<file path="src/design/search_ctrl_consts.svh">
`ifndef SEARCH_CTRL_CONSTS_SVH
`define SEARCH_CTRL_CONSTS_SVH

// ==================== bus and ram
`define SC_DATA_WIDTH 32 // host bus and ram word
`define SC_ADDR_WIDTH 15 // slave and ram address over 32768 words

// ==================== mailbox
`define SC_NUM_REGS 16 // addresses below this hit the registers
`define SC_REG_INDEX_BITS 4
`define SC_START_BIT 0 // control register bits
`define SC_DONE_BIT 1
`define SC_BOARD_FIRST_REG 2 // board state in regs 2..9
`define SC_BOARD_REGS 8

// ==================== generator fifo
`define SC_SLOTS 8 // move slots per fifo group
`define SC_MOVE_BITS 18
`define SC_SLOT_BITS 19 // move plus invalid flag on top

// ==================== move list layout
`define SC_COUNT_ADDR 16 // summary word
`define SC_LIST_BASE 17 // first move of the list
`define SC_COUNT_WIDTH 8

`endif
</file>
<file path="src/design/search_ctrl_pkg.sv">
`include "search_ctrl_consts.svh"

package search_ctrl_pkg;

	// host bus / ram data word
	typedef logic [`SC_DATA_WIDTH-1:0] word_t;
	typedef logic [`SC_ADDR_WIDTH-1:0] ram_addr_t;

	// index into the mailbox block
	typedef logic [`SC_REG_INDEX_BITS-1:0] reg_index_t;

	// one encoded move without the flag
	typedef logic [`SC_MOVE_BITS-1:0] move_t;

	// fifo output with slot 0 in the low bits
	typedef logic [`SC_SLOTS*`SC_SLOT_BITS-1:0] move_group_t;

	// reg 9 in the top word and reg 2 in the bottom
	typedef logic [`SC_BOARD_REGS*`SC_DATA_WIDTH-1:0] board_state_t;

	typedef logic [`SC_COUNT_WIDTH-1:0] move_count_t;

endpackage

</file>
<file path="src/design/search_sequencer.sv">
`timescale 1ns/1ps
`include "search_ctrl_consts.svh"

module search_sequencer (
	input  logic                         clk,
	input  logic                         reset,
	input  logic                         start,
	input  logic                         lmg_done,
	input  logic                         lmg_fifo_empty,
	input  logic                         group_done,
	input  search_ctrl_pkg::move_count_t move_count,
	output logic                         lmg_reset,
	output logic                         lmg_read,
	output logic                         group_load,
	output logic                         count_clear,
	output logic                         wr_en,
	output search_ctrl_pkg::ram_addr_t   wr_addr,
	output search_ctrl_pkg::word_t       wr_data,
	output logic                         done_set
);

	typedef enum logic [2:0] {
		S_IDLE,
		S_GEN_RESET,  // second generator reset cycle
		S_WAIT_DONE,
		S_READ,       // fifo read pulse
		S_UNPACK,     // unpacker busy with a group
		S_WRITE_COUNT,
		S_WRITE_TERM
	} state_t;

	state_t state, state_nxt;
	logic   start_q;
	logic   start_edge;

	assign start_edge = start && !start_q; // start just went high

	// ==================== fsm
	always_comb begin
		state_nxt = state;
		case (state)
			S_GEN_RESET: state_nxt = S_WAIT_DONE;
			S_WAIT_DONE: if (lmg_done) state_nxt = S_READ;
			S_READ: state_nxt = S_UNPACK; // group shows up next cycle
			S_UNPACK: begin
				if (group_done) begin
					state_nxt = lmg_fifo_empty ? S_WRITE_COUNT : S_READ;
				end
			end
			S_WRITE_COUNT: state_nxt = S_WRITE_TERM;
			S_WRITE_TERM: state_nxt = S_IDLE;
			default: state_nxt = S_IDLE;
		endcase
		if (!start) begin
			state_nxt = S_IDLE; // abort on start low
		end else if (start_edge) begin
			state_nxt = S_GEN_RESET; // restart from any state
		end
	end

	always_ff @(posedge clk) begin
		if (reset) begin
			state      <= S_IDLE;
			start_q    <= 1'b0;
			group_load <= 1'b0;
		end else begin
			state      <= state_nxt;
			start_q    <= start;
			group_load <= (state == S_READ) && start; // cycle the group is presented
		end
	end

	// ==================== generator side
	assign lmg_reset   = start_edge || (state == S_GEN_RESET); // two cycles
	assign lmg_read    = (state == S_READ);
	assign count_clear = start_edge;

	// ==================== summary writes
	always_comb begin
		wr_en    = 1'b0;
		wr_addr  = search_ctrl_pkg::ram_addr_t'(`SC_COUNT_ADDR);
		wr_data  = '0;
		done_set = 1'b0;
		case (state)
			S_WRITE_COUNT: begin
				wr_en   = 1'b1;
				wr_data = search_ctrl_pkg::word_t'(move_count); // count at 16
			end
			S_WRITE_TERM: begin
				wr_en    = 1'b1; // zero after the last move
				wr_addr  = search_ctrl_pkg::ram_addr_t'(`SC_LIST_BASE + move_count);
				done_set = 1'b1;
			end
			default: ;
		endcase
	end

endmodule

</file>
<file path="config.mk">
export PLATFORM = sky130hd
export DESIGN_NAME = search_sequencer
export DESIGN_NICKNAME = d
export VERILOG_FILES = /design/src/design/search_ctrl_pkg.sv /design/src/design/search_sequencer.sv
export VERILOG_INCLUDE_DIRS = /design/src /design/src/design
export SDC_FILE = /design/constraint.sdc
export NUM_CORES = 1
export LEC_CHECK = 0
export BUFFER_PORTS_ARGS = -buffer_cell sky130_fd_sc_hd__buf_2
export CAP_MARGIN = 20
export CORE_ASPECT_RATIO = 1.25
export CORE_MARGIN = 2
export CORE_UTILIZATION = 38
export DETAILED_ROUTE_END_ITERATION = 7
export PLACE_DENSITY = 0.84
export SYNTH_ARGS = -nofsm -noshare
export SYNTH_HDL_FRONTEND = slang
export SYNTH_SLANG_ARGS = --single-unit
</file>
<file path="constraint.sdc">
create_clock -name clk -period 2.64 [get_ports clk]
set_input_delay 0 -clock clk [delete_from_list [all_inputs] [get_ports clk]]
set_output_delay 0 -clock clk [all_outputs]
set_load 0.02 [all_outputs]
</file>
## Yosys cells after proc, flatten, opt, wreduce, memory -nomap -nowiden

Index checks and enable logic that the tools add are counted.

- Logic and storage cells: 34
- Bits in registers: 5
- Output and inout bits: 53
- Input port bits: 14

- Bitwise gates (word level): 1
- $add $sub $neg: 1
- Reduce and logical (&&, ||, !) cells: 9
- Muxes and demuxes: 9
- Equal/unequal tests: 10

Operators by type and width:

| kind | number |
|---|---|
| $pmux 3 s5 | 1 |
| $add 5x8->9 const A | 1 |
| $eq 3x3->1 const B | 3 |
| $mux 3 | 3 |
| $mux 9 | 1 |
| $mux 8 | 1 |
| $eq 3x2->1 const B | 2 |
| $ne 3x3->1 const B | 2 |
| $ne 2x2->1 const B | 2 |
| $reduce_and 2->1 | 2 |
| $reduce_or 2->1 | 2 |
| $eq 3x1->1 const B | 1 |
| $mux 1 | 3 |
| $reduce_or 3->1 | 1 |
| $logic_and 1x1->1 | 2 |
| $logic_not 1->1 | 1 |
| $logic_or 1x1->1 | 1 |
| $not 1->1 | 1 |

## Longest topological paths before layout

- Word-level depth: 4
- Mapped depth: 5

## Worst setup path after synthesis

Ideal clock, no wire load.

- Kind: register to output
- Start: reg state[2]
- End: out wr_addr[8]
- Stages on the path, launching flop included: 5
- Buffers on the path: 1
- Data arrival time: 1.446 ns
- Setup slack: 1.194 ns
- Required time: 2.640 ns
- Cell sequence: dfxtp_1 inv_2 or3_1 buf_6 nor4b_2

- Word-level cells in the longest chain between the ends: 2

RTL lines:

| what | line | text |
|---|---|---|
| start: declaration | search_sequencer.sv:32 | `state_t state, state_nxt;` |
| start signal: assignment | search_sequencer.sv:67 | `state <= state_nxt;` |
| $eq 3x3->1 | search_sequencer.sv:84 | `case (state)` |
| $mux 9 | search_sequencer.sv:84 |  |
| end: declaration | search_sequencer.sv:17 | `output search_ctrl_pkg::ram_addr_t wr_addr,` |

Every way passes these cells.

## Final worst setup path

Same ends and word-level chain as after synthesis.

==> run_results.csv <==
group,metric,value,unit
outcome,outcome,"finished clean",
setup_path,critical-path-max-stage-delay,0.50,ns
setup_path,r2r.worst_path.cells,3,
detailed_routing,via_per_inst,4.30,
clock_tree,cts_sinks,5,
clock_tree,cts_max_level,1,
job,cap_violations,0,
timing,rsz0062_at_grt,"false",
cells_and_area,fill_cells,193,
detailed_routing,first_pass_iters,4,
setup_path,cp-end-kind,"primary output",
placed_design,placed_area,764,um2
synthesis,synth_top_area_share,32.5,%
cells_and_area,diodes,0,
global_routing,antenna_found_initial,0,
power,p_per_area,310,nW/um2
placed_design,finalWeightedCongestion,0.829,
placed_design,io_buffers,36,
setup_path,cp.required,2.64,ns
min_path,worstHoldPathType,"primary input to flop",
timing,whs,0.0422,ns
global_routing,grt_use_total,12.5,%
setup_path,critPathBufInv,2,
setup_path,cp-start-kind,"flop",
setup_path,rrSetupSlack,1.50,ns
synthesis,synthFlopType,"dfxtp_1",
power,power,245,uW
timing,final_max_slew_viol_count,0,
floorplan,core,1740,um2
synthesis,synth_top_cell_by_area,"buf_4",
timing,post-route-period-util,65.5,%
synthesis,ys_types,30,
cells_and_area,design_area,791,um2
timing,hold_viol_final,0,
synthesis,syn_inst,95,
cells_and_area,post-route-util,45.3,%
cells_and_area,register_area,100,um2
floorplan,io_pins,67,
synthesis,synth_edf_count,0,
setup_path,path_depth,4,
synthesis,avgSynthCellArea,7.28,um2
clock_tree,clk_latency,0.24,ns
detailed_routing,postRouteAntennaNets,0,
clock_tree,cts_tree,"built",
clock_tree,cts_hold_buffers,0,
setup_path,crit_end,"wr_addr[8]",
cells_and_area,layout_commonest_cell,"buf_2",
detailed_routing,wl_per_cell,9.52,um
synthesis,ys_ff_latch,5,
setup_path,cp.arrival,1.73,ns
global_routing,grt_pass1_wl,2070,um
placed_design,dp_hpwl,1250,um
clock_tree,root_buffer,"clkbuf_4",
synthesis,synth.area.top_cells,"buf_4, dfxtp_1, and2_1",
synthesis,synth_area,692,um2
timing,max_freq,579,MHz
floorplan,die_x,42.2,um
setup_path,r2r_start,"state[1]",
setup_path,timing.rr.end,"state[1]",
synthesis,async_flop_share,0,%
setup_path,criticalPathCategory,"flop to primary output",
setup_path,path_delay_family,"simple AND/OR/NAND/NOR gates",
floorplan,die_y,51.7,um
cells_and_area,nets,148,
detailed_routing,drtIter0Drc,10,
floorplan,start_util,39.7,%
detailed_routing,vias,649,
clock_tree,cts_buffers,3,
detailed_routing,drc_errors,0,
setup_path,critical_path.cell_chain,"inv_2 > or3_1 > nor4b_2 > buf_2",
detailed_routing,routed_wl,1440,um
floorplan,num_rows,17,
setup_path,path_max_fanout,8,
global_routing,grt_pass1_vias,518,
clock_tree,cts_resized,0,
timing,setup-violations-final,0,
power,ir_worst_vdd,0.213,mV
cells_and_area,multi_input_area,434,um2
floorplan,dieArea,2180,um2
timing,period_needed,1.73,ns
setup_path,worst_path_max_delay_cell,"or3_1",
timing,fin_worst_skew,0.00102,ns
cells_and_area,final_cell_mix,"buf_2, conb_1, and2_1",
cells_and_area,area_growth,14.3,%
power,p_leak,0.472,nW
clock_tree,clkTransAtPathRegs,0.04,ns
timing,tns,0,ns
clock_tree,cts.path.max_buffers,2,
synthesis,synth_seq_area_share,14.5,%
clock_tree,cts_setup_buffers,0,
global_routing,grt-ovfl-total,0,
synthesis,synth_warnings,0,
cells_and_area,drive_gt1_share,34.8,%
global_routing,grt_max_degree,10,
setup_path,startpoint,"state[2]",
-- logic make-up (layout without fill, tap and decap cells) --
group | Yosys count | after routing | synth area share, %
other cells | 1 | 30 | 0.542
fa+ha+maj | 1 | 1 | 1.81
buf+inv | 39 | 47 | 38.5
xor+xnor | 4 | 4 | 5.06
flops | 5 | 5 | 14.5
compound gates | 13 | 13 | 11.6
simple gates | 32 | 32 | 28.0
-- cells in the mapped netlist (all sizes together), types with 2 or more instances --
cell type / count
xnor2: 3
or3: 4
nor2: 5
nand3b: 2
inv: 7
buf: 31
nand3: 3
and2: 9
nand2: 3
o21ai: 3
a21oi: 5
dfxtp: 5
-- state kept, by name (all words and copies together) (netlist names) --
signal,flops
group_load,1
state,3
start_q,1
-- worst min-delay path, cell delays in order --
cell      delay [ns]
buf_2           0.09
nand2b_1        0.08
inv_1           0.08
-- layer usage --
layer | wire [um] | up-vias | track usage (%)
met4 | 18 | 0 | 9.38
met2 | 688 | 46 | 20.8
met1 | 523 | 278 | 12.8
met3 | 207 | 2 | 4.17
met5 | 0 | - | 0
li1 | - | 323 | -
-- cell type report --
class / count / area share [%]
Clock buffer: 4 / 3.32
Tap cell: 19 / 3.01
Multi-Input combinational cell: 80 / 54.9
Sequential cell: 5 / 12.7
Timing Repair Buffer: 36 / 22.8
Inverter: 7 / 3.32
-- stage by stage --
step,cells,worst slack (ns)
finish,151,0.912
global route,151,0.845
CTS,151,0.895
detailed placement,147,1.16
global placement,147,1.25
floorplan,124,1.19
-- worst min path at each step --
stage / start / end / slack, ns / cells past startpoint
after CTS: start / start_q / 0.03 / 3
after global placement: start / start_q / 0.27 / 3
after global routing: reset / state[0] / 0.08 / 3
after detailed placement: start / start_q / 0.28 / 3
final: start / start_q / 0.04 / 3
after floorplan: move_count[0] / wr_addr[0] / 0.08 / 1
-- power breakdown --
| group | internal (mW) | total [mW] | leakage (nW) | switching (mW) |
|---|---|---|---|---|
| combinational | 0.0184 | 0.0785 | 0.416 | 0.0601 |
| clock | 0.0571 | 0.0871 | 0.0150 | 0.0300 |
| sequential | 0.0776 | 0.0797 | 0.0408 | 0.00204 |
| total | 0.153 | 0.245 | 0.472 | 0.0922 |
Note: power is estimated with default switching activity, not from simulation.
