<file path="src/design/search_ctrl_consts.svh">
`ifndef SEARCH_CTRL_CONSTS_SVH
`define SEARCH_CTRL_CONSTS_SVH

// ==================== bus and ram
`define SC_DATA_WIDTH 32 // host bus and ram word
`define SC_ADDR_WIDTH 15 // slave and ram address over 32768 words

// ==================== mailbox
`define SC_NUM_REGS 16 // addresses below this hit the registers
`define SC_REG_INDEX_BITS 4
`define SC_START_BIT 0 // control register bits
`define SC_DONE_BIT 1
`define SC_BOARD_FIRST_REG 2 // board state in regs 2..9
`define SC_BOARD_REGS 8

// ==================== generator fifo
`define SC_SLOTS 8 // move slots per fifo group
`define SC_MOVE_BITS 18
`define SC_SLOT_BITS 19 // move plus invalid flag on top

// ==================== move list layout
`define SC_COUNT_ADDR 16 // summary word
`define SC_LIST_BASE 17 // first move of the list
`define SC_COUNT_WIDTH 8

`endif
</file>
<file path="src/design/search_ctrl_pkg.sv">
`include "search_ctrl_consts.svh"

package search_ctrl_pkg;

	// host bus / ram data word
	typedef logic [`SC_DATA_WIDTH-1:0] word_t;
	typedef logic [`SC_ADDR_WIDTH-1:0] ram_addr_t;

	// index into the mailbox block
	typedef logic [`SC_REG_INDEX_BITS-1:0] reg_index_t;

	// one encoded move without the flag
	typedef logic [`SC_MOVE_BITS-1:0] move_t;

	// fifo output with slot 0 in the low bits
	typedef logic [`SC_SLOTS*`SC_SLOT_BITS-1:0] move_group_t;

	// reg 9 in the top word and reg 2 in the bottom
	typedef logic [`SC_BOARD_REGS*`SC_DATA_WIDTH-1:0] board_state_t;

	typedef logic [`SC_COUNT_WIDTH-1:0] move_count_t;

endpackage

</file>
<file path="src/design/mailbox_regs.sv">
`timescale 1ns/1ps
`include "search_ctrl_consts.svh"

module mailbox_regs (
	input  logic                        clk,
	input  logic                        reset,
	input  logic                        host_we,
	input  search_ctrl_pkg::reg_index_t host_index,
	input  search_ctrl_pkg::word_t      host_wdata,
	input  logic                        done_set, // pulse from sequencer
	output search_ctrl_pkg::word_t      reg_rdata,
	output logic                        start,
	output search_ctrl_pkg::board_state_t board_state
);

	search_ctrl_pkg::word_t regs [`SC_NUM_REGS]; // reg 0 is control

	// ==================== register file
	always_ff @(posedge clk) begin
		if (reset) begin
			for (int i = 0; i < `SC_NUM_REGS; i++) begin
				regs[i] <= '0;
			end
		end else begin
			if (host_we) begin
				regs[host_index] <= host_wdata; // host write lands on this edge
			end
			// done follows start and overrides the host word
			if (!regs[0][`SC_START_BIT]) begin
				regs[0][`SC_DONE_BIT] <= 1'b0; // held low while idle
			end else if (done_set) begin
				regs[0][`SC_DONE_BIT] <= 1'b1; // search finished
			end
		end
	end

	// ==================== outputs
	assign reg_rdata = regs[host_index]; // current value that the top registers
	assign start = regs[0][`SC_START_BIT];

	// pack board words with the lowest register in the lowest word
	always_comb begin
		for (int i = 0; i < `SC_BOARD_REGS; i++) begin
			board_state[i*`SC_DATA_WIDTH +: `SC_DATA_WIDTH] = regs[`SC_BOARD_FIRST_REG + i];
		end
	end

endmodule

</file>
<file path="config.mk">
export PLATFORM = sky130hd
export DESIGN_NAME = mailbox_regs
export DESIGN_NICKNAME = d
export VERILOG_FILES = /design/src/design/search_ctrl_pkg.sv /design/src/design/mailbox_regs.sv
export VERILOG_INCLUDE_DIRS = /design/src /design/src/design
export SDC_FILE = /design/constraint.sdc
export NUM_CORES = 1
export LEC_CHECK = 0
export BUFFER_PORTS_ARGS = -buffer_cell sky130_fd_sc_hd__buf_2
export CAP_MARGIN = 5
export CORE_ASPECT_RATIO = 2
export CORE_UTILIZATION = 30
export DETAILED_ROUTE_END_ITERATION = 8
export PLACE_DENSITY = 0.51
export REMOVE_ABC_BUFFERS = 1
export SKIP_CTS_REPAIR_TIMING = 1
export SLEW_MARGIN = 5
export SYNTH_ARGS = -nofsm -noshare
export SYNTH_HDL_FRONTEND = slang
export SYNTH_SLANG_ARGS = --single-unit
</file>
<file path="constraint.sdc">
create_clock -name clk -period 3.9 [get_ports clk]
set_clock_uncertainty 0.15 [all_clocks]
set_input_delay 1.17 -clock clk [delete_from_list [all_inputs] [get_ports clk]]
set_output_delay 1.17 -clock clk [all_outputs]
set_load 0.05 [all_outputs]
</file>
# == Word-level counts from Yosys, hierarchy flattened ==
# Memory sizes are Yosys's and may differ from the RTL's.
# Index checks and enable logic that the tools add are counted.
# word_totals
n_memories,1
mem_bits_rw,512
reg_bits,0
output_inout_bits,289
elab_cells,35
# mem_list
memory,depth,width,read_ports,rd_ports_with_merged_regs,write_ports,line,source
regs,16,32,10,0,16,mailbox_regs.sv:16,search_ctrl_pkg::word_t regs [`SC_NUM_REGS];
# classes
n_bitwise,14
n_eq_ne,2
reduce_logical,1
muxes,17
# ops
operator,count
two-way mux 32 bit,1
OR reduction 32 bit,1
two-way mux 1 bit,14
"equality test 4 bit, second input constant",2
AND 1 bit,6
two-way mux 4 bit,1
inverter 1 bit,4
"AND 1 bit, second input constant",2
two-way mux 2 bit,1
OR 1 bit,2

# == Depth between registers and ports, before layout ==
# Gate-level depths: netlist of run 1.
# An unclocked memory read counts as a cell.
# depth
word_depth,10
mapped_depth,6
ltp_nobuf,3

# == Least setup slack after synthesis of run 1 ==
# OpenSTA, ideal clock, no wires.
# synth_path
path_kind,input to output
from,in host_index[0]
to,out reg_rdata[21]
slack_ns,-0.067
t_arrival_ns,2.647
path_stages,6
path_cell_list,buf_2 -> buf_6 -> buf_4 -> mux4_2 -> a22oi_1 -> nand2_1
# synth_via
elab_chain_len,1
# synth_rtl
element,line,source
start: declaration,mailbox_regs.sv:8,"input search_ctrl_pkg::reg_index_t host_index,"
memory read (16 x 32 bit),--,
end: declaration,mailbox_regs.sv:11,"output search_ctrl_pkg::word_t reg_rdata,"
# No other way between the ends.

# == Final worst setup path of run 1 ==
# layout_path
from,in host_index[0]
to,out reg_rdata[17]
# The elaborated chain is that of the path after synthesis.

==> results of run 1 <==
-- layer usage --
layer | GRT usage | up-vias | share of wire
met1 | 0.241 | 7519 | 0.37
met4 | 0.0699 | 4 | 0.030
met5 | 0 | - | 0.00027
li1 | - | 6109 | -
met2 | 0.395 | 545 | 0.54
met3 | 0.0460 | 128 | 0.062
-- cells in the final DEF (no fill, tap or decap), drive strengths merged --
cell type / n
buf: 458
or4b: 2
diode: 4
clkbuf: 69
inv: 4
a22oi: 64
edfxtp: 512
nor2: 17
nand2: 33
clkinvlp: 2
and2: 497
clkinv: 14
or2: 32
nor2b: 3
o21a: 1
nand2b: 2
nor4: 1
mux4: 128
nand4b: 1
nand4bb: 2
bufinv: 5
nor3: 15
-- critical path, cell delays in order --
cell and delay, ns:
buf_16 0.13, clkbuf_16 0.20, buf_6 0.12, mux4_2 0.50, a22oi_2 0.19, nand2_1 0.10
buf_6 0.16
-- cell type report --
| class | instances | area [µm²] | area share |
|---|---|---|---|
| Antenna cell | 4 | 10.0 | 0.000340 |
| Tap cell | 1015 | 1270 | 0.0432 |
| Clock buffer | 60 | 1310 | 0.0445 |
| Sequential cell | 512 | 15400 | 0.523 |
| Clock inverter | 24 | 260 | 0.00885 |
| Inverter | 1 | 3.75 | 0.000128 |
| Multi-Input combinational cell | 798 | 7480 | 0.254 |
| Timing Repair Buffer | 467 | 3700 | 0.126 |
-- worst paths after layout --
kind,start,end,cells past startpoint
hold / removal,regs[0][0]$_SDFFCE_PN0P_,regs[0][1]$_DFFE_PP_,1
setup reg to reg,regs[0][0]$_SDFFCE_PN0P_,regs[0][1]$_DFFE_PP_,1
hold reg to reg,regs[0][0]$_SDFFCE_PN0P_,regs[0][1]$_DFFE_PP_,1
setup / recovery,host_index[0],reg_rdata[17],7
-- stage by stage --
step / cell area (µm²) / utilization / setup slack, ns / hold slack [ns]
after floorplan: 22500 / - / -0.287 / 0.778
after global placement: 26900 / 0.353 / -0.347 / 0.512
after detailed placement: 26900 / 0.353 / -0.363 / 0.537
after CTS: 28500 / 0.374 / -0.362 / 0.555
after global routing: 29400 / 0.386 / -0.0653 / 0.562
final: 29400 / 0.386 / -0.0260 / 0.536
-- kinds of logic after synthesis --
family                 after synthesis  share of synthesized area
multiplexers                       128                      0.125
buffers and inverters              134                     0.0293
AO/OA/AOI/OAI                       65                     0.0211
flip-flops                         512                      0.664
AND/OR/NAND/NOR                    605                      0.161
-- report_power, final --
part,switching (mW),total [mW],internal [mW]
logic,1.48,2.16,0.682
clock network,2.15,4.87,2.72
registers,0.153,6.52,6.37
total,3.79,13.6,9.77
==> flow_summary.yaml, run 1 <==
outcome:
  run_status: "complete, but fails checks"
  violations_in_the_final_reports: "setup timing"
die:
  ios: 329
  chipWidth_um: 198
  core-area_um2: 76200
  die_area_um2: 78400
  initial_core_utilization: 0.304
  die-height_um: 395
  floorplan.rows: 143
final_layout:
  post_route_cells_drive_above_1_share: 0.416
  largest_register: "regs"
  largest_register_ff_count: 512
  fin_nets: 1870
  final_cells: 2881
  filler_cell_count: 7260
  largestRegisters: "regs x512"
  area_growth_pct: 27.0
routing:
  wl_per_cell_um: 29.9
  post-route-drc-count: 0
  route.final.wire_length_mm: 86.1
  routed-via-count: 14300
  first_iter_violations: 941
  vias_per_cell: 4.97
  dr.pass1.iters: 5
  drt.antenna.violating_nets: 0
clock_network:
  cts_root_buf: "clkbuf_16"
  buffers_from_clock_root_to_sink_at_most: 3
  worst_skew_pair.late_latency_ns: 0.60
  clk_pin_slew_worst_paths_ns: 0.06
  cts_sink_cnt: 512
  cts-htree-levels: 2
  tritoncts_clock_tree: "built"
  cts_made_buffers: 50
power_and_ir_drop:
  power-per-cell-area_nw_per_um2: 461
  power.static_leakage_nw: 10.8
  design_power_total_mw: 13.6
  vdd_drop_max_mv: 0.283
timing:
  grt_setup_unrepaired: "yes"
  smallest_setup_slack_after_layout_ns: -0.0260
  tightest_slew_ns: 0.547
  fin_tns_setup_ns: -0.132
  drv_slew: 0
  period_needed_ns: 3.93
  period_share: 1.01
  maxSlewHeadroom: 0.635
  setup-violations-final: 9
  max_freq_ghz: 0.255
  finalHoldViolations: 0
grt:
  grt_max_degree: 33
  grt_pass1_wl_mm: 116
  antenna_found_initial: 7
  track_usage: 0.214
  overflow: 0
  grt_pass1_vias: 15400
placement:
  placement.io_buffers: 328
  place.detailed.instances: 2779
  detailedPlacementHpwl_mm: 55.5
  gp_routability_congestion: 0.761
synth:
  ys_ff_latch: 512
  netlist_top_cells_area: "edfxtp_1 (66%), and2_1 (13%), mux4_2 (12%), a22oi_1 (2.1%), clkbuf_1 (1.4%)"
  netlist-cell-type-count: 25
  synth_enable_flop_cells: 512
  yosysMostFrequentCell: "edfxtp_1"
  synth_seq_area_share: 0.664
  number_of_synthesis_warnings: 0
  yosys.area.top_type_share: 0.664
  syn_area_um2: 23200
  synthCells: 1444
  async_flop_share: 0
  postSynthAreaPerCell_um2: 16.0
  synth_top_flop_cell: "edfxtp_1"
  netlist.top_cell.by_area: "edfxtp_1"
  post_synth_most_frequent_cells: "edfxtp_1 (512), and2_1 (497), mux4_2 (128)"
worst_setup_path:
  cp_data_required_time_ns: 2.58
  timing.critical_path.to_type: "output pin"
  timing.critical_path.fanout_max: 6
  arrival_time_of_the_worst_setup_path_ns: 2.61
  timing.reg2reg.setup_slack_ns: 2.61
  crit_type: "in -> out"
  timing.critical_path.from_type: "input pin"
worst_hold_path:
  hp-class: "reg -> reg"
flow_run:
  timing.max_cap.violations: 0
No activity file was read; power rests on OpenSTA's default activity.
==> run 2: changes to the inputs <==
SETUP_SLACK_MARGIN = 0.3   (was not set)
==> flow_summary.yaml, run 2 (same netlist as run 1, synthesis figures left out) <==
power_and_ir_drop:
  combinationalPowerShare: 0.161
  power.internal_mw: 9.78
  power-per-cell-area_nw_per_um2: 460
  design_power_total_mw: 13.6
  vdd_drop_max_mv: 0.281
  power_switching_share: 0.279
  power.static_leakage_nw: 10.8
  sequential_power_share: 0.481
  net-switching-power_mw: 3.79
  clkPwrFrac: 0.359
grt:
  grt_max_degree: 33
  overflow: 0
  grt_pass1_vias: 15400
  antenna_found_initial: 6
  grt_pass1_wl_mm: 116
  track_usage: 0.214
timing:
  holdWs_ns: 0.532
  smallest_setup_slack_after_layout_ns: -0.0185
  fin_tns_setup_ns: -0.0957
  tightest_slew_ns: 0.542
  setup-violations-final: 7
  period_needed_ns: 3.92
  max_freq_ghz: 0.255
  grt_setup_unrepaired: "yes"
  drv_slew: 0
  maxSlewHeadroom: 0.639
  period_share: 1.00
  finalHoldViolations: 0
clock_network:
  cts-htree-levels: 2
  clk_pin_slew_worst_paths_ns: 0.06
  tritoncts_clock_tree: "built"
  buffers_from_clock_root_to_sink_at_most: 3
  cts_sink_cnt: 512
  worst_skew_pair.late_latency_ns: 0.60
  cts_root_buf: "clkbuf_16"
  cts_made_buffers: 50
die:
  die_area_um2: 78400
  initial_core_utilization: 0.304
  floorplan.rows: 143
  core-area_um2: 76200
  die-height_um: 395
  ios: 329
  chipWidth_um: 198
placement:
  gp_routability_congestion: 0.761
  placement.setup.worst_slack_ns: -0.363
  placement.io_buffers: 328
  place.detailed.instances: 2779
  dpl_cell_area_um2: 26900
  detailedPlacementHpwl_mm: 55.5
final_layout:
  final_cells: 2880
  multi_input_comb_area_um2: 7510
  post_route_cells_drive_above_1_share: 0.420
  most-common-layout-cells: "edfxtp_1 (512), and2_1 (496), buf_2 (294), mux4_2 (128), buf_4 (74)"
  largestRegisters: "regs x512"
  seq_area_um2: 15400
  design_area_um2: 29500
  area_growth_pct: 27.3
  post-route-util: 0.387
  layout.cells.most_common: "edfxtp_1"
  filler_cell_count: 7254
  largest_register: "regs"
  fin_nets: 1870
  largest_register_ff_count: 512
routing:
  dr.pass1.iters: 4
  route.final.wire_length_mm: 86.1
  wl_per_cell_um: 29.9
  routed-via-count: 14300
  drt.antenna.violating_nets: 0
  post-route-drc-count: 0
  first_iter_violations: 936
  vias_per_cell: 4.97
worst_setup_path:
  cp_data_required_time_ns: 2.58
  crit_type: "in -> out"
  timing.critical_path.from_type: "input pin"
  timing.critical_path.to_type: "output pin"
  r2r_cells: 1
  timing.critical_path.fanout_max: 6
  timing.reg2reg.setup_slack_ns: 2.61
  arrival_time_of_the_worst_setup_path_ns: 2.60
flow_run:
  timing.max_cap.violations: 0
worst_hold_path:
  min_delay_path_depth: 1
  hp-class: "reg -> reg"
outcome:
  run_status: "complete, but fails checks"
  violations_in_the_final_reports: "setup timing"
==> run 2: final cells by class <==
type / count / share of cell area
repair buffers: 467 / 0.127
clock inverters: 24 / 0.00883
inverters: 1 / 0.000127
diodes: 3 / 0.000255
multi-input cells: 798 / 0.255
well taps: 1015 / 0.0431
clock buffers: 60 / 0.0444
flip-flops and latches: 512 / 0.522
==> run 2: final timing paths <==
path	startpoint	to
worst max register to register	regs[0][0]$_SDFFCE_PN0P_	regs[0][1]$_DFFE_PP_
worst max-delay path	host_index[0]	reg_rdata[17]
worst min-delay path	regs[0][0]$_SDFFCE_PN0P_	regs[0][1]$_DFFE_PP_
worst min register to register	regs[0][0]$_SDFFCE_PN0P_	regs[0][1]$_DFFE_PP_
==> run 2: worst max-delay path, stage by stage <==
cell and delay (ns):
buf_16 0.13, clkbuf_16 0.20, buf_6 0.12, mux4_2 0.50, a22oi_2 0.19, nand2_1 0.10
buf_6 0.16
==> run 2: layer usage <==
metal	routed length (µm)	track usage	vias to the layer above
li1	-	-	6100
met1	31300	0.241	7526
met2	46800	0.395	561
met3	5470	0.0460	127
met4	2570	0.0699	4
met5	23	0	-
==> run 2: power groups by stage <==
stage                     clock (mW)  combinational, mW  sequential [mW]
after global placement             0               2.00             6.63
after global routing            5.13               2.27             6.55
after CTS                       4.96               2.01             6.53
final                           4.87               2.18             6.52
after detailed placement           0               2.01             6.64
after floorplan                    0              0.632             7.15
==> run 3: changes to the inputs <==
CORE_UTILIZATION = 45   (was 30)
PLACE_DENSITY = 0.69   (was 0.51)
==> flow_summary.yaml, run 3 (same netlist as run 1, synthesis figures left out) <==
outcome:
  run_status: "complete, but fails checks"
  violations_in_the_final_reports: "setup timing"
worst_setup_path:
  critical_path_depth: 7
  cp_data_required_time_ns: 2.58
  timing.reg2reg.setup_slack_ns: 2.61
  arrival_time_of_the_worst_setup_path_ns: 2.62
  timing.critical_path.to_type: "output pin"
  timing.critical_path.from_type: "input pin"
  cp.buffers_inverters: 4
  crit_type: "in -> out"
  cpMostUsedCell: "buf_16"
  max_stage_delay_ns: 0.52
  critical_path.top_delay_family: "buffers and inverters"
  critical_path.cell_chain: "buf_16 > buf_16 > buf_8 > mux4_2 > a22oi_2 > nand2_1 > buf_6"
  r2r_cells: 1
  worst_path_max_delay_cell: "mux4_2"
  timing.critical_path.fanout_max: 6
routing:
  wl_per_cell_um: 29.8
  vias_per_cell: 5.79
  dr.pass1.iters: 5
  first_iter_violations: 1166
  post-route-drc-count: 0
  routed-via-count: 14500
  route.final.wire_length_mm: 74.9
  drt.antenna.violating_nets: 0
die:
  floorplan.rows: 117
  die-height_um: 323
  core-area_um2: 50800
  ios: 329
  die_area_um2: 52400
  initial_core_utilization: 0.456
  chipWidth_um: 162
final_layout:
  most-common-layout-cells: "edfxtp_1 (512), and2_1 (496), buf_2 (295), mux4_2 (128), buf_4 (76)"
  post_route_cells_drive_above_1_share: 0.416
  largest_register_ff_count: 512
  largestRegisters: "regs x512"
  layout.cells.most_common: "edfxtp_1"
  filler_cell_count: 4029
  fin_nets: 1864
  largest_register: "regs"
  diode_insertion_count_for_antenna_repair: 0
  area_growth_pct: 24.1
clock_network:
  buffers_from_clock_root_to_sink_at_most: 3
  clk_pin_slew_worst_paths_ns: 0.07
  worst_skew_pair.late_latency_ns: 0.57
  cts_made_buffers: 45
  tritoncts_clock_tree: "built"
  cts-htree-levels: 2
  cts_sink_cnt: 512
  cts_root_buf: "clkbuf_16"
grt:
  track_usage: 0.281
  groute.layer.met2.usage: 0.504
  grt.met3_usage: 0.0550
  grt_pass1_wl_mm: 103
  overflow: 0
  grtUsageMet1: 0.311
  grt_pass1_vias: 15300
  grt_max_degree: 33
  busiest_layer: "met2"
  antenna_found_initial: 1
timing:
  smallest_setup_slack_after_layout_ns: -0.0430
  max_freq_ghz: 0.254
  fin_tns_setup_ns: -0.265
  drv_slew: 0
  period_needed_ns: 3.94
  period_share: 1.01
  maxSlewHeadroom: 0.591
  setup-violations-final: 15
  tightest_slew_ns: 0.613
  finalHoldViolations: 0
  grt_setup_unrepaired: "yes"
power_and_ir_drop:
  power-per-cell-area_nw_per_um2: 458
  clkPwrFrac: 0.345
  design_power_total_mw: 13.2
  combinationalPowerShare: 0.160
  net-switching-power_mw: 3.66
  sequential_power_share: 0.495
  vdd_drop_max_mv: 0.472
  power.internal_mw: 9.52
  power_switching_share: 0.278
  power.static_leakage_nw: 10.7
placement:
  gp_routability_congestion: 0.823
  detailedPlacementHpwl_mm: 47.5
  placement.setup.worst_slack_ns: -0.295
  placement.io_buffers: 328
flow_run:
  timing.max_cap.violations: 0
worst_hold_path:
  min_delay_path_depth: 1
  hp-class: "reg -> reg"
run 3: changes by cell type in the layout (fill, tap and decap cells not counted), sizes merged:
cell / delta
clkinvlp: +4
clkinv: +3
clkbuf: -11
inv: +2
diode: -3
buf: -1
run 3: power by group through the flow:
stage	sequential, mW	clock, mW	combinational, mW
after floorplan	7.15	0	0.632
after global placement	6.62	0	1.92
after global routing	6.54	4.78	2.17
final	6.52	4.55	2.11
after CTS	6.52	4.61	1.93
after detailed placement	6.64	0	1.93
run 3: path summary, 6_finish.rpt:
path,start,to
max,host_index[0],reg_rdata[30]
min,regs[0][0]$_SDFFCE_PN0P_,regs[0][1]$_DFFE_PP_
max reg2reg,regs[0][0]$_SDFFCE_PN0P_,regs[0][1]$_DFFE_PP_
min reg2reg,regs[0][0]$_SDFFCE_PN0P_,regs[0][1]$_DFFE_PP_
run 3: cell type report:
type	instances	area [µm²]	area share
clock buffers	49	1140	0.0397
inverters	1	3.75	0.000131
flip-flops and latches	512	15400	0.535
multi-input cells	798	7460	0.259
repair buffers	466	3620	0.126
well taps	654	818	0.0285
clock inverters	33	325	0.0113
run 3: through the flow:
stage | hold WS (ns) | util | cells | instance area (µm²)
floorplan | 0.778 | - | 1311 | 22500
global placement | 0.528 | 0.520 | 2414 | 26400
detailed placement | 0.520 | 0.520 | 2414 | 26400
CTS | 0.544 | 0.548 | 2496 | 27900
global route | 0.565 | 0.566 | 2513 | 28700
finish | 0.535 | 0.566 | 2513 | 28700
run 3: layer usage:
layer,routed length (µm),vias up,part of all wire
met1,25200,7430,0.34
met3,6050,200,0.081
li1,-,6089,-
met2,39700,824,0.53
met5,13,-,0.00017
met4,3960,2,0.053
