<file path="config.mk">
export PLATFORM = sky130hd
export DESIGN_NAME = move_unpacker
export DESIGN_NICKNAME = d
export VERILOG_FILES = /design/src/design/search_ctrl_pkg.sv /design/src/design/move_unpacker.sv
export VERILOG_INCLUDE_DIRS = /design/src /design/src/design
export SDC_FILE = /design/constraint.sdc
export NUM_CORES = 1
export LEC_CHECK = 0
export BUFFER_PORTS_ARGS = -buffer_cell sky130_fd_sc_hd__buf_2
export CAP_MARGIN = 25
export CORE_ASPECT_RATIO = 0.5
export CORE_MARGIN = 5
export CORE_UTILIZATION = 45
export CTS_BUF_LIST = sky130_fd_sc_hd__clkbuf_4 sky130_fd_sc_hd__clkbuf_8
export CTS_CLUSTER_DIAMETER = 200
export DETAILED_ROUTE_END_ITERATION = 10
export GPL_TIMING_DRIVEN = 1
export PLACE_DENSITY = 0.72
export SYNTH_ARGS = -nofsm -noshare
export SYNTH_HDL_FRONTEND = slang
export SYNTH_SLANG_ARGS = --single-unit
</file>
<file path="constraint.sdc">
create_clock -name clk -period 3.6 [get_ports clk]
set_input_delay 0.18 -clock clk [delete_from_list [all_inputs] [get_ports clk]]
set_output_delay 0.18 -clock clk [all_outputs]
set_load 0.1 [all_outputs]
</file>
<file path="src/design/search_ctrl_consts.svh">
`ifndef SEARCH_CTRL_CONSTS_SVH
`define SEARCH_CTRL_CONSTS_SVH

// ==================== bus and ram
`define SC_DATA_WIDTH 32 // host bus and ram word
`define SC_ADDR_WIDTH 15 // slave and ram address over 32768 words

// ==================== mailbox
`define SC_NUM_REGS 16 // addresses below this hit the registers
`define SC_REG_INDEX_BITS 4
`define SC_START_BIT 0 // control register bits
`define SC_DONE_BIT 1
`define SC_BOARD_FIRST_REG 2 // board state in regs 2..9
`define SC_BOARD_REGS 8

// ==================== generator fifo
`define SC_SLOTS 8 // move slots per fifo group
`define SC_MOVE_BITS 18
`define SC_SLOT_BITS 19 // move plus invalid flag on top

// ==================== move list layout
`define SC_COUNT_ADDR 16 // summary word
`define SC_LIST_BASE 17 // first move of the list
`define SC_COUNT_WIDTH 8

`endif
</file>
<file path="src/design/search_ctrl_pkg.sv">
`include "search_ctrl_consts.svh"

package search_ctrl_pkg;

	// host bus / ram data word
	typedef logic [`SC_DATA_WIDTH-1:0] word_t;
	typedef logic [`SC_ADDR_WIDTH-1:0] ram_addr_t;

	// index into the mailbox block
	typedef logic [`SC_REG_INDEX_BITS-1:0] reg_index_t;

	// one encoded move without the flag
	typedef logic [`SC_MOVE_BITS-1:0] move_t;

	// fifo output with slot 0 in the low bits
	typedef logic [`SC_SLOTS*`SC_SLOT_BITS-1:0] move_group_t;

	// reg 9 in the top word and reg 2 in the bottom
	typedef logic [`SC_BOARD_REGS*`SC_DATA_WIDTH-1:0] board_state_t;

	typedef logic [`SC_COUNT_WIDTH-1:0] move_count_t;

endpackage

</file>
<file path="src/design/move_unpacker.sv">
`timescale 1ns/1ps
`include "search_ctrl_consts.svh"

module move_unpacker (
	input  logic                         clk,
	input  logic                         reset,
	input  search_ctrl_pkg::move_group_t group,
	input  logic                         group_load, // group valid on lmg_fifo_out
	input  logic                         count_clear, // new search
	output logic                         wr_en,
	output search_ctrl_pkg::ram_addr_t   wr_addr,
	output search_ctrl_pkg::word_t       wr_data,
	output search_ctrl_pkg::move_count_t move_count,
	output logic                         group_done
);

	localparam int SLOT_IDX_BITS = $clog2(`SC_SLOTS);

	search_ctrl_pkg::move_group_t group_q; // held copy of the fifo word
	logic                         active;  // walking slots
	logic [SLOT_IDX_BITS-1:0]     slot_idx;
	logic [`SC_SLOT_BITS-1:0]     cur_slot;
	search_ctrl_pkg::move_t       cur_move;
	logic                         cur_invalid;

	// ==================== capture
	always_ff @(posedge clk) begin
		if (group_load) begin
			group_q <= group;
		end
	end

	// ==================== slot walk
	always_ff @(posedge clk) begin
		if (reset) begin
			active   <= 1'b0;
			slot_idx <= '0;
		end else if (group_load) begin
			active   <= 1'b1;
			slot_idx <= '0; // slot 0 first
		end else if (active) begin
			slot_idx <= slot_idx + 1'b1;
			if (group_done) begin
				active <= 1'b0; // last slot seen
			end
		end
	end

	// current slot split into flag and move
	assign cur_slot    = group_q[slot_idx*`SC_SLOT_BITS +: `SC_SLOT_BITS];
	assign cur_invalid = cur_slot[`SC_SLOT_BITS-1]; // top bit marks an empty slot
	assign cur_move    = cur_slot[`SC_MOVE_BITS-1:0];

	// ==================== move count
	always_ff @(posedge clk) begin
		if (reset) begin
			move_count <= '0;
		end else if (count_clear) begin
			move_count <= '0;
		end else if (wr_en) begin
			move_count <= move_count + 1'b1; // one per stored move
		end
	end

	// ==================== list write
	assign wr_en      = active && !cur_invalid;
	assign wr_addr    = search_ctrl_pkg::ram_addr_t'(`SC_LIST_BASE + move_count);
	assign wr_data    = search_ctrl_pkg::word_t'(cur_move); // zero extended
	assign group_done = active && (slot_idx == SLOT_IDX_BITS'(`SC_SLOTS - 1));

endmodule

</file>
==> impl_results.rst, run 1 <==
.. list-table::
   :header-rows: 1

   * - Metric
     - Value
   * - Netlist Area Pre-Place
     - between 6000 and 7000 um2
   * - H-Tree Depth
     - 4
   * - Number of flip-flops and latches in the synthesized netlist
     - ~160
   * - GPL Wtd Cong
     - a little under 0.8
   * - Top Ports
     - 213
   * - Syn. warnings
     - 0
   * - TritonCTS Buffers
     - 17
   * - Placed wire-length estimate after detailed placement
     - roughly 9.2 mm
   * - Starting density of the core
     - a little under half
   * - CTS root buf
     - sky130_fd_sc_hd__clkbuf_8
   * - Last stage the flow got to
     - clock tree synthesis
   * - Result of the run
     - stopped before the end
   * - First error
     - [ERROR RSZ-0060] Max buffer count reached.
   * - Post-Synthesis Cells
     - between 300 and 400
   * - Post-synthesis sequential area ratio
     - approximately 72%
   * - Number of buffers inserted for hold repair after clock tree synthesis
     - about 150
   * - Horizontal extent of the die
     - roughly 180 um
   * - Area fraction of the dominant cell type after synthesis
     - around two thirds
   * - Maximum count of clock buffers along a single path
     - 2
   * - Height of the die
     - 96.4 um
   * - Average cell area after synthesis
     - 20.4 um2
   * - Count of buffers inserted at the top-level ports
     - roughly 190
   * - CTS sink count
     - between 150 and 200
   * - Number of placement rows
     - 31
   * - Post-CTS repair timing setup buffer count
     - 0
   * - Number of placed instances, taps included
     - 708
   * - Count of cells resized by post-cts repair
     - 0
   * - Cell type with the largest total area after synthesis
     - sky130_fd_sc_hd__edfxtp_1
   * - Number of distinct standard cells referenced by the synthesized netlist
     - 34
   * - Top area cells in the synthesized netlist
     - sky130_fd_sc_hd__edfxtp_1 (68%), sky130_fd_sc_hd__mux4_1 (7.8%), sky130_fd_sc_hd__mux4_2 (5.4%), sky130_fd_sc_hd__dfxtp_1 (3.6%), sky130_fd_sc_hd__mux2_2 (3.0%)
[cells in the mapped netlist]
library cell,n
sky130_fd_sc_hd__or3_1,6
sky130_fd_sc_hd__mux2_2,18
sky130_fd_sc_hd__mux2i_1,13
sky130_fd_sc_hd__buf_2,1
sky130_fd_sc_hd__a21oi_1,5
sky130_fd_sc_hd__and3_1,1
sky130_fd_sc_hd__buf_12,3
sky130_fd_sc_hd__mux4_1,20
sky130_fd_sc_hd__nand3_1,1
sky130_fd_sc_hd__xor2_1,2
sky130_fd_sc_hd__and2_1,1
sky130_fd_sc_hd__buf_4,24
sky130_fd_sc_hd__nand4_1,3
sky130_fd_sc_hd__o2111a_1,1
sky130_fd_sc_hd__mux2_4,1
sky130_fd_sc_hd__a211oi_1,1
sky130_fd_sc_hd__inv_1,2
sky130_fd_sc_hd__a22oi_2,1
sky130_fd_sc_hd__mux4_2,16
sky130_fd_sc_hd__nor2_1,4
sky130_fd_sc_hd__nor2b_1,3
sky130_fd_sc_hd__nor3_1,3
sky130_fd_sc_hd__buf_6,2
sky130_fd_sc_hd__edfxtp_1,152
sky130_fd_sc_hd__clkbuf_1,5
sky130_fd_sc_hd__o21ai_0,1
sky130_fd_sc_hd__ha_1,3
sky130_fd_sc_hd__a2111oi_2,1
sky130_fd_sc_hd__dfxtp_1,12
sky130_fd_sc_hd__nand2_1,15
sky130_fd_sc_hd__a21boi_2,1
sky130_fd_sc_hd__xnor2_1,5
sky130_fd_sc_hd__a2bb2oi_2,1
sky130_fd_sc_hd__conb_1,1
[metrics by stage]
stage	cell area (um2)	hold slack (ns)	setup slack, ns
floorplan	6800	0.257	0.312
global placement	7780	0.357	1.23
detailed placement	7780	0.358	1.20
[kinds of logic after synthesis]
logic type,after synthesis,share of synthesized area (%)
other,1,0.0558
AO/OA/AOI/OAI,12,1.53
AND/OR/NAND/NOR,37,2.66
XOR/XNOR,7,0.913
multiplexers,68,18.4
adder cells (fa/ha/maj),3,0.559
flip-flops,164,71.5
buffers and inverters,37,4.38
==> inputs of run 2 (changes only) <==
CORE_ASPECT_RATIO = default   (was 0.5)
CORE_UTILIZATION = 30   (was 45)
CTS_BUF_LIST = default   (was sky130_fd_sc_hd__clkbuf_4 sky130_fd_sc_hd__clkbuf_8)
CTS_CLUSTER_DIAMETER = default   (was 200)
PLACE_DENSITY = default   (was 0.72)
PLACE_DENSITY_LB_ADDON = 0.15   (was default)
==> run 2 against run 1 <==
  * The run now ends clean
  * Synthesized area stayed put
  * Synthesized cell count stayed put
==> impl_results.rst, run 2 <==
.. list-table::
   :header-rows: 1

   * - Metric
     - Value
   * - Area fraction of the dominant cell type after synthesis
     - a little under 70%
   * - Number of routed nets with antenna violations
     - 0
   * - Busiest layer in global routing
     - met2
   * - Die area
     - 25500 um2
   * - Met2 global-route usage
     - roughly 22%
   * - Highest fanout seen on the critical path
     - 29
   * - Worst max-slew margin expressed relative to the limit
     - about 47%
   * - All-layer global routing usage
     - about an eighth
   * - Path class of the lowest-slack min-delay path
     - in2reg
   * - DRC violations left
     - 0
   * - Post-route worst hold slack
     - between 0.07 and 0.08 ns
   * - Setup_tns
     - 0 ns
   * - Maximum count of clock buffers along a single path
     - 2
   * - Clock tree from TritonCTS
     - yes
   * - Met1 track demand over resource in global routing
     - 15.0%
   * - Maximum clock rate
     - between 300 and 400 MHz
   * - Most frequent standard cell in the layout excluding fill and tap cells
     - sky130_fd_sc_hd__buf_2
   * - Grt met3 use
     - 3.92%
   * - Maximum number of pins on one net before global-route repair
     - roughly 90
   * - Leakage component of the power
     - roughly 3.9 nW
   * - Post-Route WL
     - around 16 mm
   * - Most frequent cell after synthesis
     - sky130_fd_sc_hd__edfxtp_1
   * - Number of nets in the finished design
     - 840
   * - Worst vdd ir
     - around 0.00025 V
   * - Critical path startpoint category
     - flop
   * - CTS root buf
     - sky130_fd_sc_hd__clkbuf_16
   * - Post-synthesis sequential area ratio
     - a little under three quarters
   * - Global-route wire length before repair
     - 25.4 mm
   * - Fin crit period
     - about 2.8 ns
   * - P per Cell Area
     - 473 nW/um2
   * - Post-synthesis async set-or-reset flop share
     - 0%
   * - Number of flip-flops and latches in the synthesized netlist
     - 164
   * - Cell type with the largest total area after synthesis
     - sky130_fd_sc_hd__edfxtp_1
   * - Average cell area after synthesis
     - about 20 um2
   * - Total via count after detailed routing
     - between 4000 and 5000
   * - Starting density of the core
     - 30.6%
   * - Post-route clock period utilization
     - 76.6%
   * - Netlist Area Pre-Place
     - about 6700 um2
   * - Number of placement rows
     - 54
   * - GPL Wtd Cong
     - 0.677
   * - Drt first pass iters
     - 6
   * - Largest register FFs
     - 152
   * - Critical Path RT
     - roughly 3.4 ns
   * - Fraction of final layout cells sized beyond drive strength 1
     - between 30% and 40%
   * - Dominant synthesized flop cell
     - sky130_fd_sc_hd__edfxtp_1
   * - CTS sink count
     - around 160
   * - Number of enable-type register cells in the synthesized netlist
     - around 150
   * - Avg WL per Cell
     - roughly 16 um
   * - Top area cells in the synthesized netlist
     - sky130_fd_sc_hd__edfxtp_1 (68%), sky130_fd_sc_hd__mux4_1 (7.8%), sky130_fd_sc_hd__mux4_2 (5.4%), sky130_fd_sc_hd__dfxtp_1 (3.6%), sky130_fd_sc_hd__mux2_2 (3.0%)
   * - Horizontal extent of the die
     - between 150 and 200 um
   * - Critical Path Sink Type
     - output port
   * - Total congestion overflow after global routing
     - 0
   * - Count of pins over their slew limit
     - 0
   * - Critical Setup Path Class
     - reg2out
   * - Final setup violation count
     - 0
   * - Syn. warnings
     - 0
   * - Via count normalized by instance count
     - about 4.4
   * - H-Tree Depth
     - 4
   * - Worst-Skew Late Latency
     - between 0.4 and 0.5 ns
   * - Number of distinct standard cells referenced by the synthesized netlist
     - 34
   * - Number of hold violations in the final report
     - 0
   * - Count of buffers inserted at the top-level ports
     - about 190
   * - Antenna Cells
     - 0
   * - Top Ports
     - between 200 and 250
   * - Drt first-iter violations
     - roughly 120
   * - Clock-pin slew reported for the worst setup and hold paths after clock tree synthesis
     - approximately 0.06 ns
   * - Fillcell total
     - approximately 1900
   * - Core Footprint
     - ~22000 um2
   * - Post-CTS repair timing setup buffer count
     - 0
   * - List of most frequent post-synthesis cells
     - sky130_fd_sc_hd__edfxtp_1 (152), sky130_fd_sc_hd__buf_4 (24), sky130_fd_sc_hd__mux4_1 (20)
   * - Number of global-route vias before repair
     - 4746
   * - Highest-count cells in the layout ignoring fill and taps
     - sky130_fd_sc_hd__buf_2 (191), sky130_fd_sc_hd__edfxtp_1 (152), sky130_fd_sc_hd__dlygate4sd3_1 (152), sky130_fd_sc_hd__mux4_1 (20), sky130_fd_sc_hd__conb_1 (20)
   * - Initial antenna violation count
     - 0
   * - Worst-margin pin slew
     - approximately 0.8 ns
   * - Result of the run
     - complete, no violations
   * - RSZ-0062 raised after global routing
     - false
   * - Layout overhead on the synthesized area
     - 48.7%
   * - TritonCTS Buffers
     - 17
   * - Register ranked first by flip-flop count
     - group_q
   * - Arrival time of data at the critical path endpoint
     - 2.58 ns
   * - Placed wire-length estimate after detailed placement
     - 10.4 mm
   * - Largest registers in the final layout
     - group_q x152, move_count x8, slot_idx x3
   * - Height of the die
     - between 150 and 200 um
   * - Post-Synthesis Cells
     - 329
   * - Final setup skew
     - roughly 0.0075 ns
   * - Max cap viols
     - 0
==> run 2: cell counts after synthesis <==
Identical to the previous run, type by type.
==> run 2: stage by stage <==
step / util (%) / instances / worst slack [ns] / power (mW) / area [um2]
CTS: 45.5 / 974 / 0.744 / 4.79 / 9980
floorplan: - / 348 / 0.312 / 2.71 / 6800
global route: 45.5 / 974 / 0.678 / 4.90 / 9980
detailed placement: 35.9 / 790 / 1.22 / 2.87 / 7880
global placement: 35.9 / 790 / 1.21 / 2.87 / 7880
finish: 45.5 / 974 / 0.841 / 4.72 / 9980
==> run 2: logic make-up after synthesis <==
kind of cell,after synthesis,synth area share [%]
fa+ha+maj,3,0.559
buf+inv,37,4.38
other cells,1,0.0558
mux,68,18.4
compound gates,12,1.53
flops,164,71.5
simple gates,37,2.66
xor+xnor,7,0.913
==> run 2: area by class of cell <==
class,count,area [um2],area share (%)
Clock buffer,17,425,4.26
Tap cell,280,350,3.51
Sequential cell,164,4810,48.1
Multi-Input combinational cell,147,1700,17.0
Clock inverter,15,159,1.59
Inverter,2,7.51,0.0752
Timing Repair Buffer,349,2540,25.4
==> run 2: worst max-delay path, cell delays in order (launching register included) <==
cell	delay (ns)
sky130_fd_sc_hd__dfxtp_2	0.67
sky130_fd_sc_hd__buf_12	0.31
sky130_fd_sc_hd__mux4_1	0.57
sky130_fd_sc_hd__mux2_2	0.29
sky130_fd_sc_hd__buf_2	0.30
==> run 2: final timing paths <==
path / start / to / slack [ns] / cells after the start
max: slot_idx[0] / wr_data[15] / 0.84 / 4
min: reset / slot_idx[0] / 0.07 / 2
max reg2reg: slot_idx[1] / slot_idx[2] / 1.72 / 5
min reg2reg: move_count[7] / move_count[7] / 0.54 / 2
==> run 2: power breakdown <==
part | internal (mW) | switching, mW | total [mW]
Combinational | 0.272 | 0.407 | 0.679
Sequential | 2.24 | 0.0411 | 2.28
Clock | 0.928 | 0.837 | 1.76
==> run 2: routing by layer <==
layer / vias up / share of wire [%]
li1: 2005 / -
met1: 2066 / 41
met5: - / 0
met2: 156 / 52
met4: 0 / 1.2
met3: 12 / 6.3
==> run 2: repair_timing <==
item | 4_1_cts | 5_1_grt
endpoints found under the setup margin | 0 | 0
hold endpoints to repair | 152 | 0
resized for setup | 0 | 0
hold buffers | 152 | 0
Note: power is estimated with default switching activity, not from simulation.
==> inputs of run 3 (changes only) <==
clock period = 2.8 ns   (was 3.6 ns; I/O delays follow)
==> run 3 against run 2 <==
  * Clock power up 37%
  * Register-to-register slack got worse by 0.79 ns
  * Cell area rose by 1.2%
  * Cell count grew 0.31%
  * Critical path depth unchanged
  * Total power grew 32%
  * Sequential share of layout area is 0.58 points lower
  * Count of clock-buffer cells in the layout unchanged
  * Worst setup slack lost 0.45 ns
  * Critical path type unchanged
  * Highest routed layer unchanged
==> impl_results.rst, run 3 (same netlist as run 2, synthesis figures left out) <==
.. list-table::
   :header-rows: 1

   * - Metric
     - Value
   * - Highest fanout seen on the critical path
     - 29
   * - Family with the most delay on the worst path
     - multiplexers
   * - Critical path startpoint category
     - flop
   * - Switch Pwr
     - ~1.7 mW
   * - Clock tree from TritonCTS
     - yes
   * - Worst-margin pin slew
     - slightly above 0.6 ns
   * - Sequence of cells on the critical path
     - buf_12, mux4_1, mux2_2, buf_2
   * - Starting density of the core
     - ~31%
   * - Avg WL per Cell
     - 16.8 um
   * - Number of placement rows
     - 54
   * - Placed wire-length estimate after detailed placement
     - around 11 mm
   * - Number of buffers inserted for hold repair after clock tree synthesis
     - approximately 150
   * - Count of cells resized by post-cts repair
     - 0
   * - Combinational share of power
     - between 10% and 20%
   * - Via count normalized by instance count
     - between 4 and 5
   * - Maximum clock rate
     - approximately 410 MHz
   * - Worst-Skew Late Latency
     - ~0.42 ns
   * - Arrival time of data at the critical path endpoint
     - roughly 2.3 ns
   * - Highest-count cells in the layout ignoring fill and taps
     - sky130_fd_sc_hd__buf_2 (190), sky130_fd_sc_hd__edfxtp_1 (152), sky130_fd_sc_hd__dlygate4sd3_1 (152), sky130_fd_sc_hd__mux4_1 (20), sky130_fd_sc_hd__conb_1 (20)
   * - Fin crit period
     - ~2.4 ns
   * - Sequential power share
     - 46.9%
   * - Placed cell areas
     - 7960 um2
   * - Post-route clock period utilization
     - 86.2%
   * - Total via count after detailed routing
     - ~4300
   * - Startpoint of the lowest-slack register-to-register path
     - slot_idx[1]
   * - Final critical-path setup slack
     - just under 0.4 ns
   * - Global-route wire length before repair
     - 26.2 mm
   * - Switching portion of total power
     - between 20% and 30%
   * - Cell-internal power
     - 4.54 mW
   * - Post-Route WL
     - 16.4 mm
   * - Count of buffers inserted at the top-level ports
     - ~190
   * - Core Footprint
     - ~22000 um2
   * - Initial antenna violation count
     - 0
   * - Setup_tns
     - 0 ns
   * - DRC violations left
     - 0
   * - Critical Path RT
     - between 2 and 3 ns
   * - Maximum count of clock buffers along a single path
     - 2
   * - Maximum number of pins on one net before global-route repair
     - between 60 and 70
   * - Clock-pin slew reported for the worst setup and hold paths after clock tree synthesis
     - approximately 0.070 ns
   * - Total congestion overflow after global routing
     - 0
   * - Largest registers in the final layout
     - group_q x152, move_count x8, slot_idx x3
   * - Top Ports
     - about 210
   * - RSZ-0062 raised after global routing
     - false
   * - TritonCTS Buffers
     - 17
   * - Height of the die
     - around 160 um
   * - Drt first-iter violations
     - ~160
   * - H-Tree Depth
     - 4
   * - Worst vdd ir
     - 0.000362 V
   * - Post-CTS repair timing setup buffer count
     - 0
   * - GPL Wtd Cong
     - roughly 0.7
   * - Final setup violation count
     - 0
   * - Number of nets in the finished design
     - approximately 840
   * - Drt first pass iters
     - 4
   * - Horizontal extent of the die
     - approximately 160 um
   * - Max cap viols
     - 0
   * - Antenna Cells
     - 0
   * - Post-Place Worst Slack
     - 0.815 ns
   * - Worst max-slew margin expressed relative to the limit
     - between 50% and 60%
   * - Fillcell total
     - ~1900
   * - Start point of the worst min-delay path
     - reset
   * - Most frequent standard cell in the layout excluding fill and tap cells
     - sky130_fd_sc_hd__buf_2
   * - Critical Path Sink Type
     - output port
   * - Die area
     - between 20000 and 30000 um2
   * - Result of the run
     - complete, no violations
   * - CTS root buf
     - sky130_fd_sc_hd__clkbuf_16
   * - Register ranked first by flip-flop count
     - group_q
   * - Overall power after layout
     - between 6 and 7 mW
   * - Standard cell with the maximum stage delay on the critical path
     - sky130_fd_sc_hd__mux4_1
   * - Number of global-route vias before repair
     - approximately 4800
   * - Worst setup startpoint
     - slot_idx[0]
   * - Clock network power share
     - approximately two fifths
   * - Number of routed nets with antenna violations
     - 0
   * - Path class of the lowest-slack min-delay path
     - in2reg
   * - Number of hold violations in the final report
     - 0
   * - Critical Setup Path Class
     - reg2out
   * - Largest register FFs
     - 152
   * - Maximum cell stage delay along the critical path
     - approximately 0.64 ns
   * - Fraction of final layout cells sized beyond drive strength 1
     - 39.6%
   * - Layout overhead on the synthesized area
     - 50.5%
   * - All-layer global routing usage
     - between 10% and 20%
   * - P per Cell Area
     - slightly above 600 nW/um2
   * - Leakage component of the power
     - slightly below 4 nW
   * - Final setup skew
     - slightly below 0.005 ns
   * - Count of pins over their slew limit
     - 0
   * - Buffers plus inverters on the worst setup path
     - 2
   * - Design area
     - around 10000 um2
   * - CTS sink count
     - 164
==> run 3: worst reg2reg max path, stage by stage, from the launching register on <==
cell	delay [ns]
sky130_fd_sc_hd__dfxtp_2	0.62
sky130_fd_sc_hd__buf_12	0.27
sky130_fd_sc_hd__nor2b_1	0.19
sky130_fd_sc_hd__a2bb2oi_2	0.14
sky130_fd_sc_hd__a2111oi_2	0.37
sky130_fd_sc_hd__mux2i_1	0.22
==> run 3: metrics by stage <==
step                      hold slack (ns)  cells  util, %
final                              0.0371    977     46.0
after global routing               0.0405    977     46.0
after CTS                          0.0174    977     46.0
after detailed placement            0.318    793     36.2
after global placement              0.316    793     36.2
after floorplan                     0.217    348        -
==> run 3: layer usage <==
metal	GRT usage, %	vias to the layer above	share of wire [%]
li1	-	2013	-
met1	15.8	2137	42
met4	3.35	0	0.99
met5	0	-	0
met3	4.23	11	6.3
met2	23.0	150	51
==> run 3: path summary, 6_finish.rpt <==
check	slack, ns	end	cells after the start
worst min-delay path	0.04	slot_idx[0]	2
worst max register to register	0.93	move_count[7]	5
worst min register to register	0.53	move_count[1]	2
worst max-delay path	0.39	wr_data[3]	4
==> run 3: layout make-up <==
cell class              count  area [um2]  area share [%]
clock inverters            15         203            2.01
multi-input cells         147        1710            16.9
clock buffers              17         425            4.21
flip-flops and latches    164        4810            47.6
repair buffers            352        2600            25.7
inverters                   2        7.51          0.0743
well taps                 280         350            3.47
==> run 3: power by group through the flow <==
stage	logic (mW)	registers [mW]	clock network [mW]
after floorplan	0.532	2.96	0
after global placement	0.721	2.97	0
after detailed placement	0.728	2.98	0
after CTS	0.897	2.92	2.50
after global routing	0.942	2.94	2.60
final	0.892	2.92	2.41
==> inputs of run 4 (changes only) <==
CORE_UTILIZATION = 35   (was 30)
==> run 4 against run 3 <==
  * Cell count is 2.0% lower
  * First-iteration DRC count is 16% lower
  * Clock power is 2% higher
  * Sequential power hardly changed
  * Utilization is 7.5 points higher
  * Register-to-register slack hardly changed
  * Critical path type unchanged
==> impl_results.rst, run 4 (same netlist as run 2, synthesis figures left out) <==
.. list-table::
   :header-rows: 1

   * - Metric
     - Value
   * - Overall power after layout
     - around 6.3 mW
   * - Layout Utilization
     - approximately 54%
   * - H-Tree Depth
     - 4
   * - Largest registers in the final layout
     - group_q x152, move_count x8, slot_idx x3
   * - Post-Route WL
     - roughly 16 mm
   * - Family with the most delay on the worst path
     - multiplexers
   * - Count of pins over their slew limit
     - 0
   * - TritonCTS Buffers
     - 17
   * - CTS root buf
     - sky130_fd_sc_hd__clkbuf_16
   * - Number of nets in the finished design
     - roughly 840
   * - Register ranked first by flip-flop count
     - group_q
   * - Critical Path Sink Type
     - output port
   * - Top Ports
     - 213
   * - Buffers plus inverters on the worst setup path
     - 2
   * - Die area
     - 22100 um2
   * - Initial antenna violation count
     - 0
   * - Global-route wire length before repair
     - approximately 24 mm
   * - Drt first-iter violations
     - between 100 and 150
   * - Number of routed nets with antenna violations
     - 0
   * - Most frequent standard cell in the layout excluding fill and tap cells
     - sky130_fd_sc_hd__buf_2
   * - Maximum clock rate
     - 394 MHz
   * - Highest fanout seen on the critical path
     - 26
   * - Sequence of cells on the critical path
     - buf_4, mux4_1, mux2_2, buf_2
   * - Count of buffers inserted at the top-level ports
     - approximately 190
   * - Total congestion overflow after global routing
     - 0
   * - Critical Path RT
     - roughly 2.7 ns
   * - Hold path cells
     - 2
   * - Worst-margin pin slew
     - between 0.6 and 0.7 ns
   * - Leakage component of the power
     - approximately 3.9 nW
   * - Standard cell with the maximum stage delay on the critical path
     - sky130_fd_sc_hd__mux4_1
   * - Number of placement rows
     - 50
   * - All-layer global routing usage
     - between 10% and 20%
   * - Flop2flop setup slack
     - ~0.93 ns
   * - Worst-Skew Late Latency
     - ~0.42 ns
   * - Total via count after detailed routing
     - 4257
   * - Final setup skew
     - 0.00660 ns
   * - Number of global-route vias before repair
     - between 4000 and 5000
   * - Arrival time of data at the critical path endpoint
     - between 2 and 2.5 ns
   * - Path class of the lowest-slack min-delay path
     - in2reg
   * - Count of cells resized by post-cts repair
     - 0
   * - Via count normalized by instance count
     - between 4 and 5
   * - Placed wire-length estimate after detailed placement
     - roughly 10 mm
   * - GPL Wtd Cong
     - ~0.75
   * - Maximum number of pins on one net before global-route repair
     - ~70
   * - Number of hold violations in the final report
     - 0
   * - Fin crit period
     - roughly 2.5 ns
   * - Register-to-Register Path Depth
     - 5
   * - Clock tree from TritonCTS
     - yes
   * - Final setup violation count
     - 0
   * - Avg WL per Cell
     - approximately 16 um
   * - Maximum count of clock buffers along a single path
     - 2
   * - Antenna Cells
     - 0
   * - Post-route clock period utilization
     - roughly nine tenths
   * - Critical path startpoint category
     - flop
   * - Number of buffers inserted for hold repair after clock tree synthesis
     - around 150
   * - Post-route worst hold slack
     - 0.0353 ns
   * - Layout overhead on the synthesized area
     - 50.0%
   * - Drt first pass iters
     - 5
   * - RSZ-0062 raised after global routing
     - false
   * - P per Cell Area
     - between 600 and 700 nW/um2
   * - Maximum cell stage delay along the critical path
     - around 0.64 ns
   * - Worst vdd ir
     - ~0.00042 V
   * - Worst max-slew margin expressed relative to the limit
     - a little under three fifths
   * - Height of the die
     - approximately 150 um
   * - Core Footprint
     - 18800 um2
   * - CTS sink count
     - approximately 160
   * - Critical Setup Path Class
     - reg2out
   * - Highest-count cells in the layout ignoring fill and taps
     - sky130_fd_sc_hd__buf_2 (190), sky130_fd_sc_hd__edfxtp_1 (152), sky130_fd_sc_hd__dlygate4sd3_1 (152), sky130_fd_sc_hd__mux4_1 (20), sky130_fd_sc_hd__conb_1 (20)
   * - Clock-pin slew reported for the worst setup and hold paths after clock tree synthesis
     - roughly 0.070 ns
   * - Fraction of final layout cells sized beyond drive strength 1
     - between 30% and 40%
   * - Starting density of the core
     - 35.7%
   * - Result of the run
     - complete, no violations
   * - DRC violations left
     - 0
   * - Max cap viols
     - 0
   * - Horizontal extent of the die
     - around 150 um
   * - Critical Path Stages
     - 4
   * - Post-CTS repair timing setup buffer count
     - 0
   * - Largest register FFs
     - 152
## run 4: changes by cell type in the layout (fill, tap and decap cells not counted)
| cell | delta |
|---|---|
| sky130_fd_sc_hd__bufinv_16 | +1 |
| sky130_fd_sc_hd__clkinv_8 | -1 |
| sky130_fd_sc_hd__buf_4 | +1 |
| sky130_fd_sc_hd__inv_6 | +1 |
| sky130_fd_sc_hd__buf_12 | -1 |
| sky130_fd_sc_hd__inv_12 | -1 |
## run 4: report_power, final
group | internal (mW) | switching, mW
sequential | 2.88 | 0.0470
combinational | 0.354 | 0.530
clock | 1.38 | 1.07
## run 4: layout make-up
cell class                      count  area (um2)
Fill cell                        1548        8760
Sequential cell                   164        4810
Timing Repair Buffer              352        2590
Multi-Input combinational cell    147        1710
Clock buffer                       17         425
Tap cell                          260         325
Clock inverter                     15         209
Inverter                            2        7.51
## run 4: worst reg2reg max path, stage by stage, from the launching register on
cell and delay, ns:
sky130_fd_sc_hd__dfxtp_2 0.62, sky130_fd_sc_hd__buf_12 0.28, sky130_fd_sc_hd__nor2b_1 0.18, sky130_fd_sc_hd__a2bb2oi_2 0.15, sky130_fd_sc_hd__a2111oi_2 0.36, sky130_fd_sc_hd__mux2i_1 0.21
## run 4: worst paths after layout
path | start | endpoint
worst max-delay path | slot_idx[0] | wr_data[15]
worst min-delay path | reset | active
worst max register to register | slot_idx[1] | move_count[7]
worst min register to register | move_count[1] | move_count[1]
## run 4: metal layers
metal | global-route usage [%] | vias up | wire, um
li1 | - | 2017 | -
met1 | 17.5 | 2068 | 6410
met2 | 25.0 | 159 | 8050
met3 | 4.72 | 13 | 1080
met4 | 4.02 | 0 | 190
met5 | 0 | - | 0
## run 4: metrics by stage
stage	cell area (um2)	setup WS, ns	setup TNS (ns)	instances
after floorplan	6810	-0.448	-1.06	348
after global placement	7920	0.711	0	773
after detailed placement	7920	0.673	0	773
after CTS	10100	0.201	0	957
after global routing	10100	0.160	0	957
final	10100	0.259	0	957
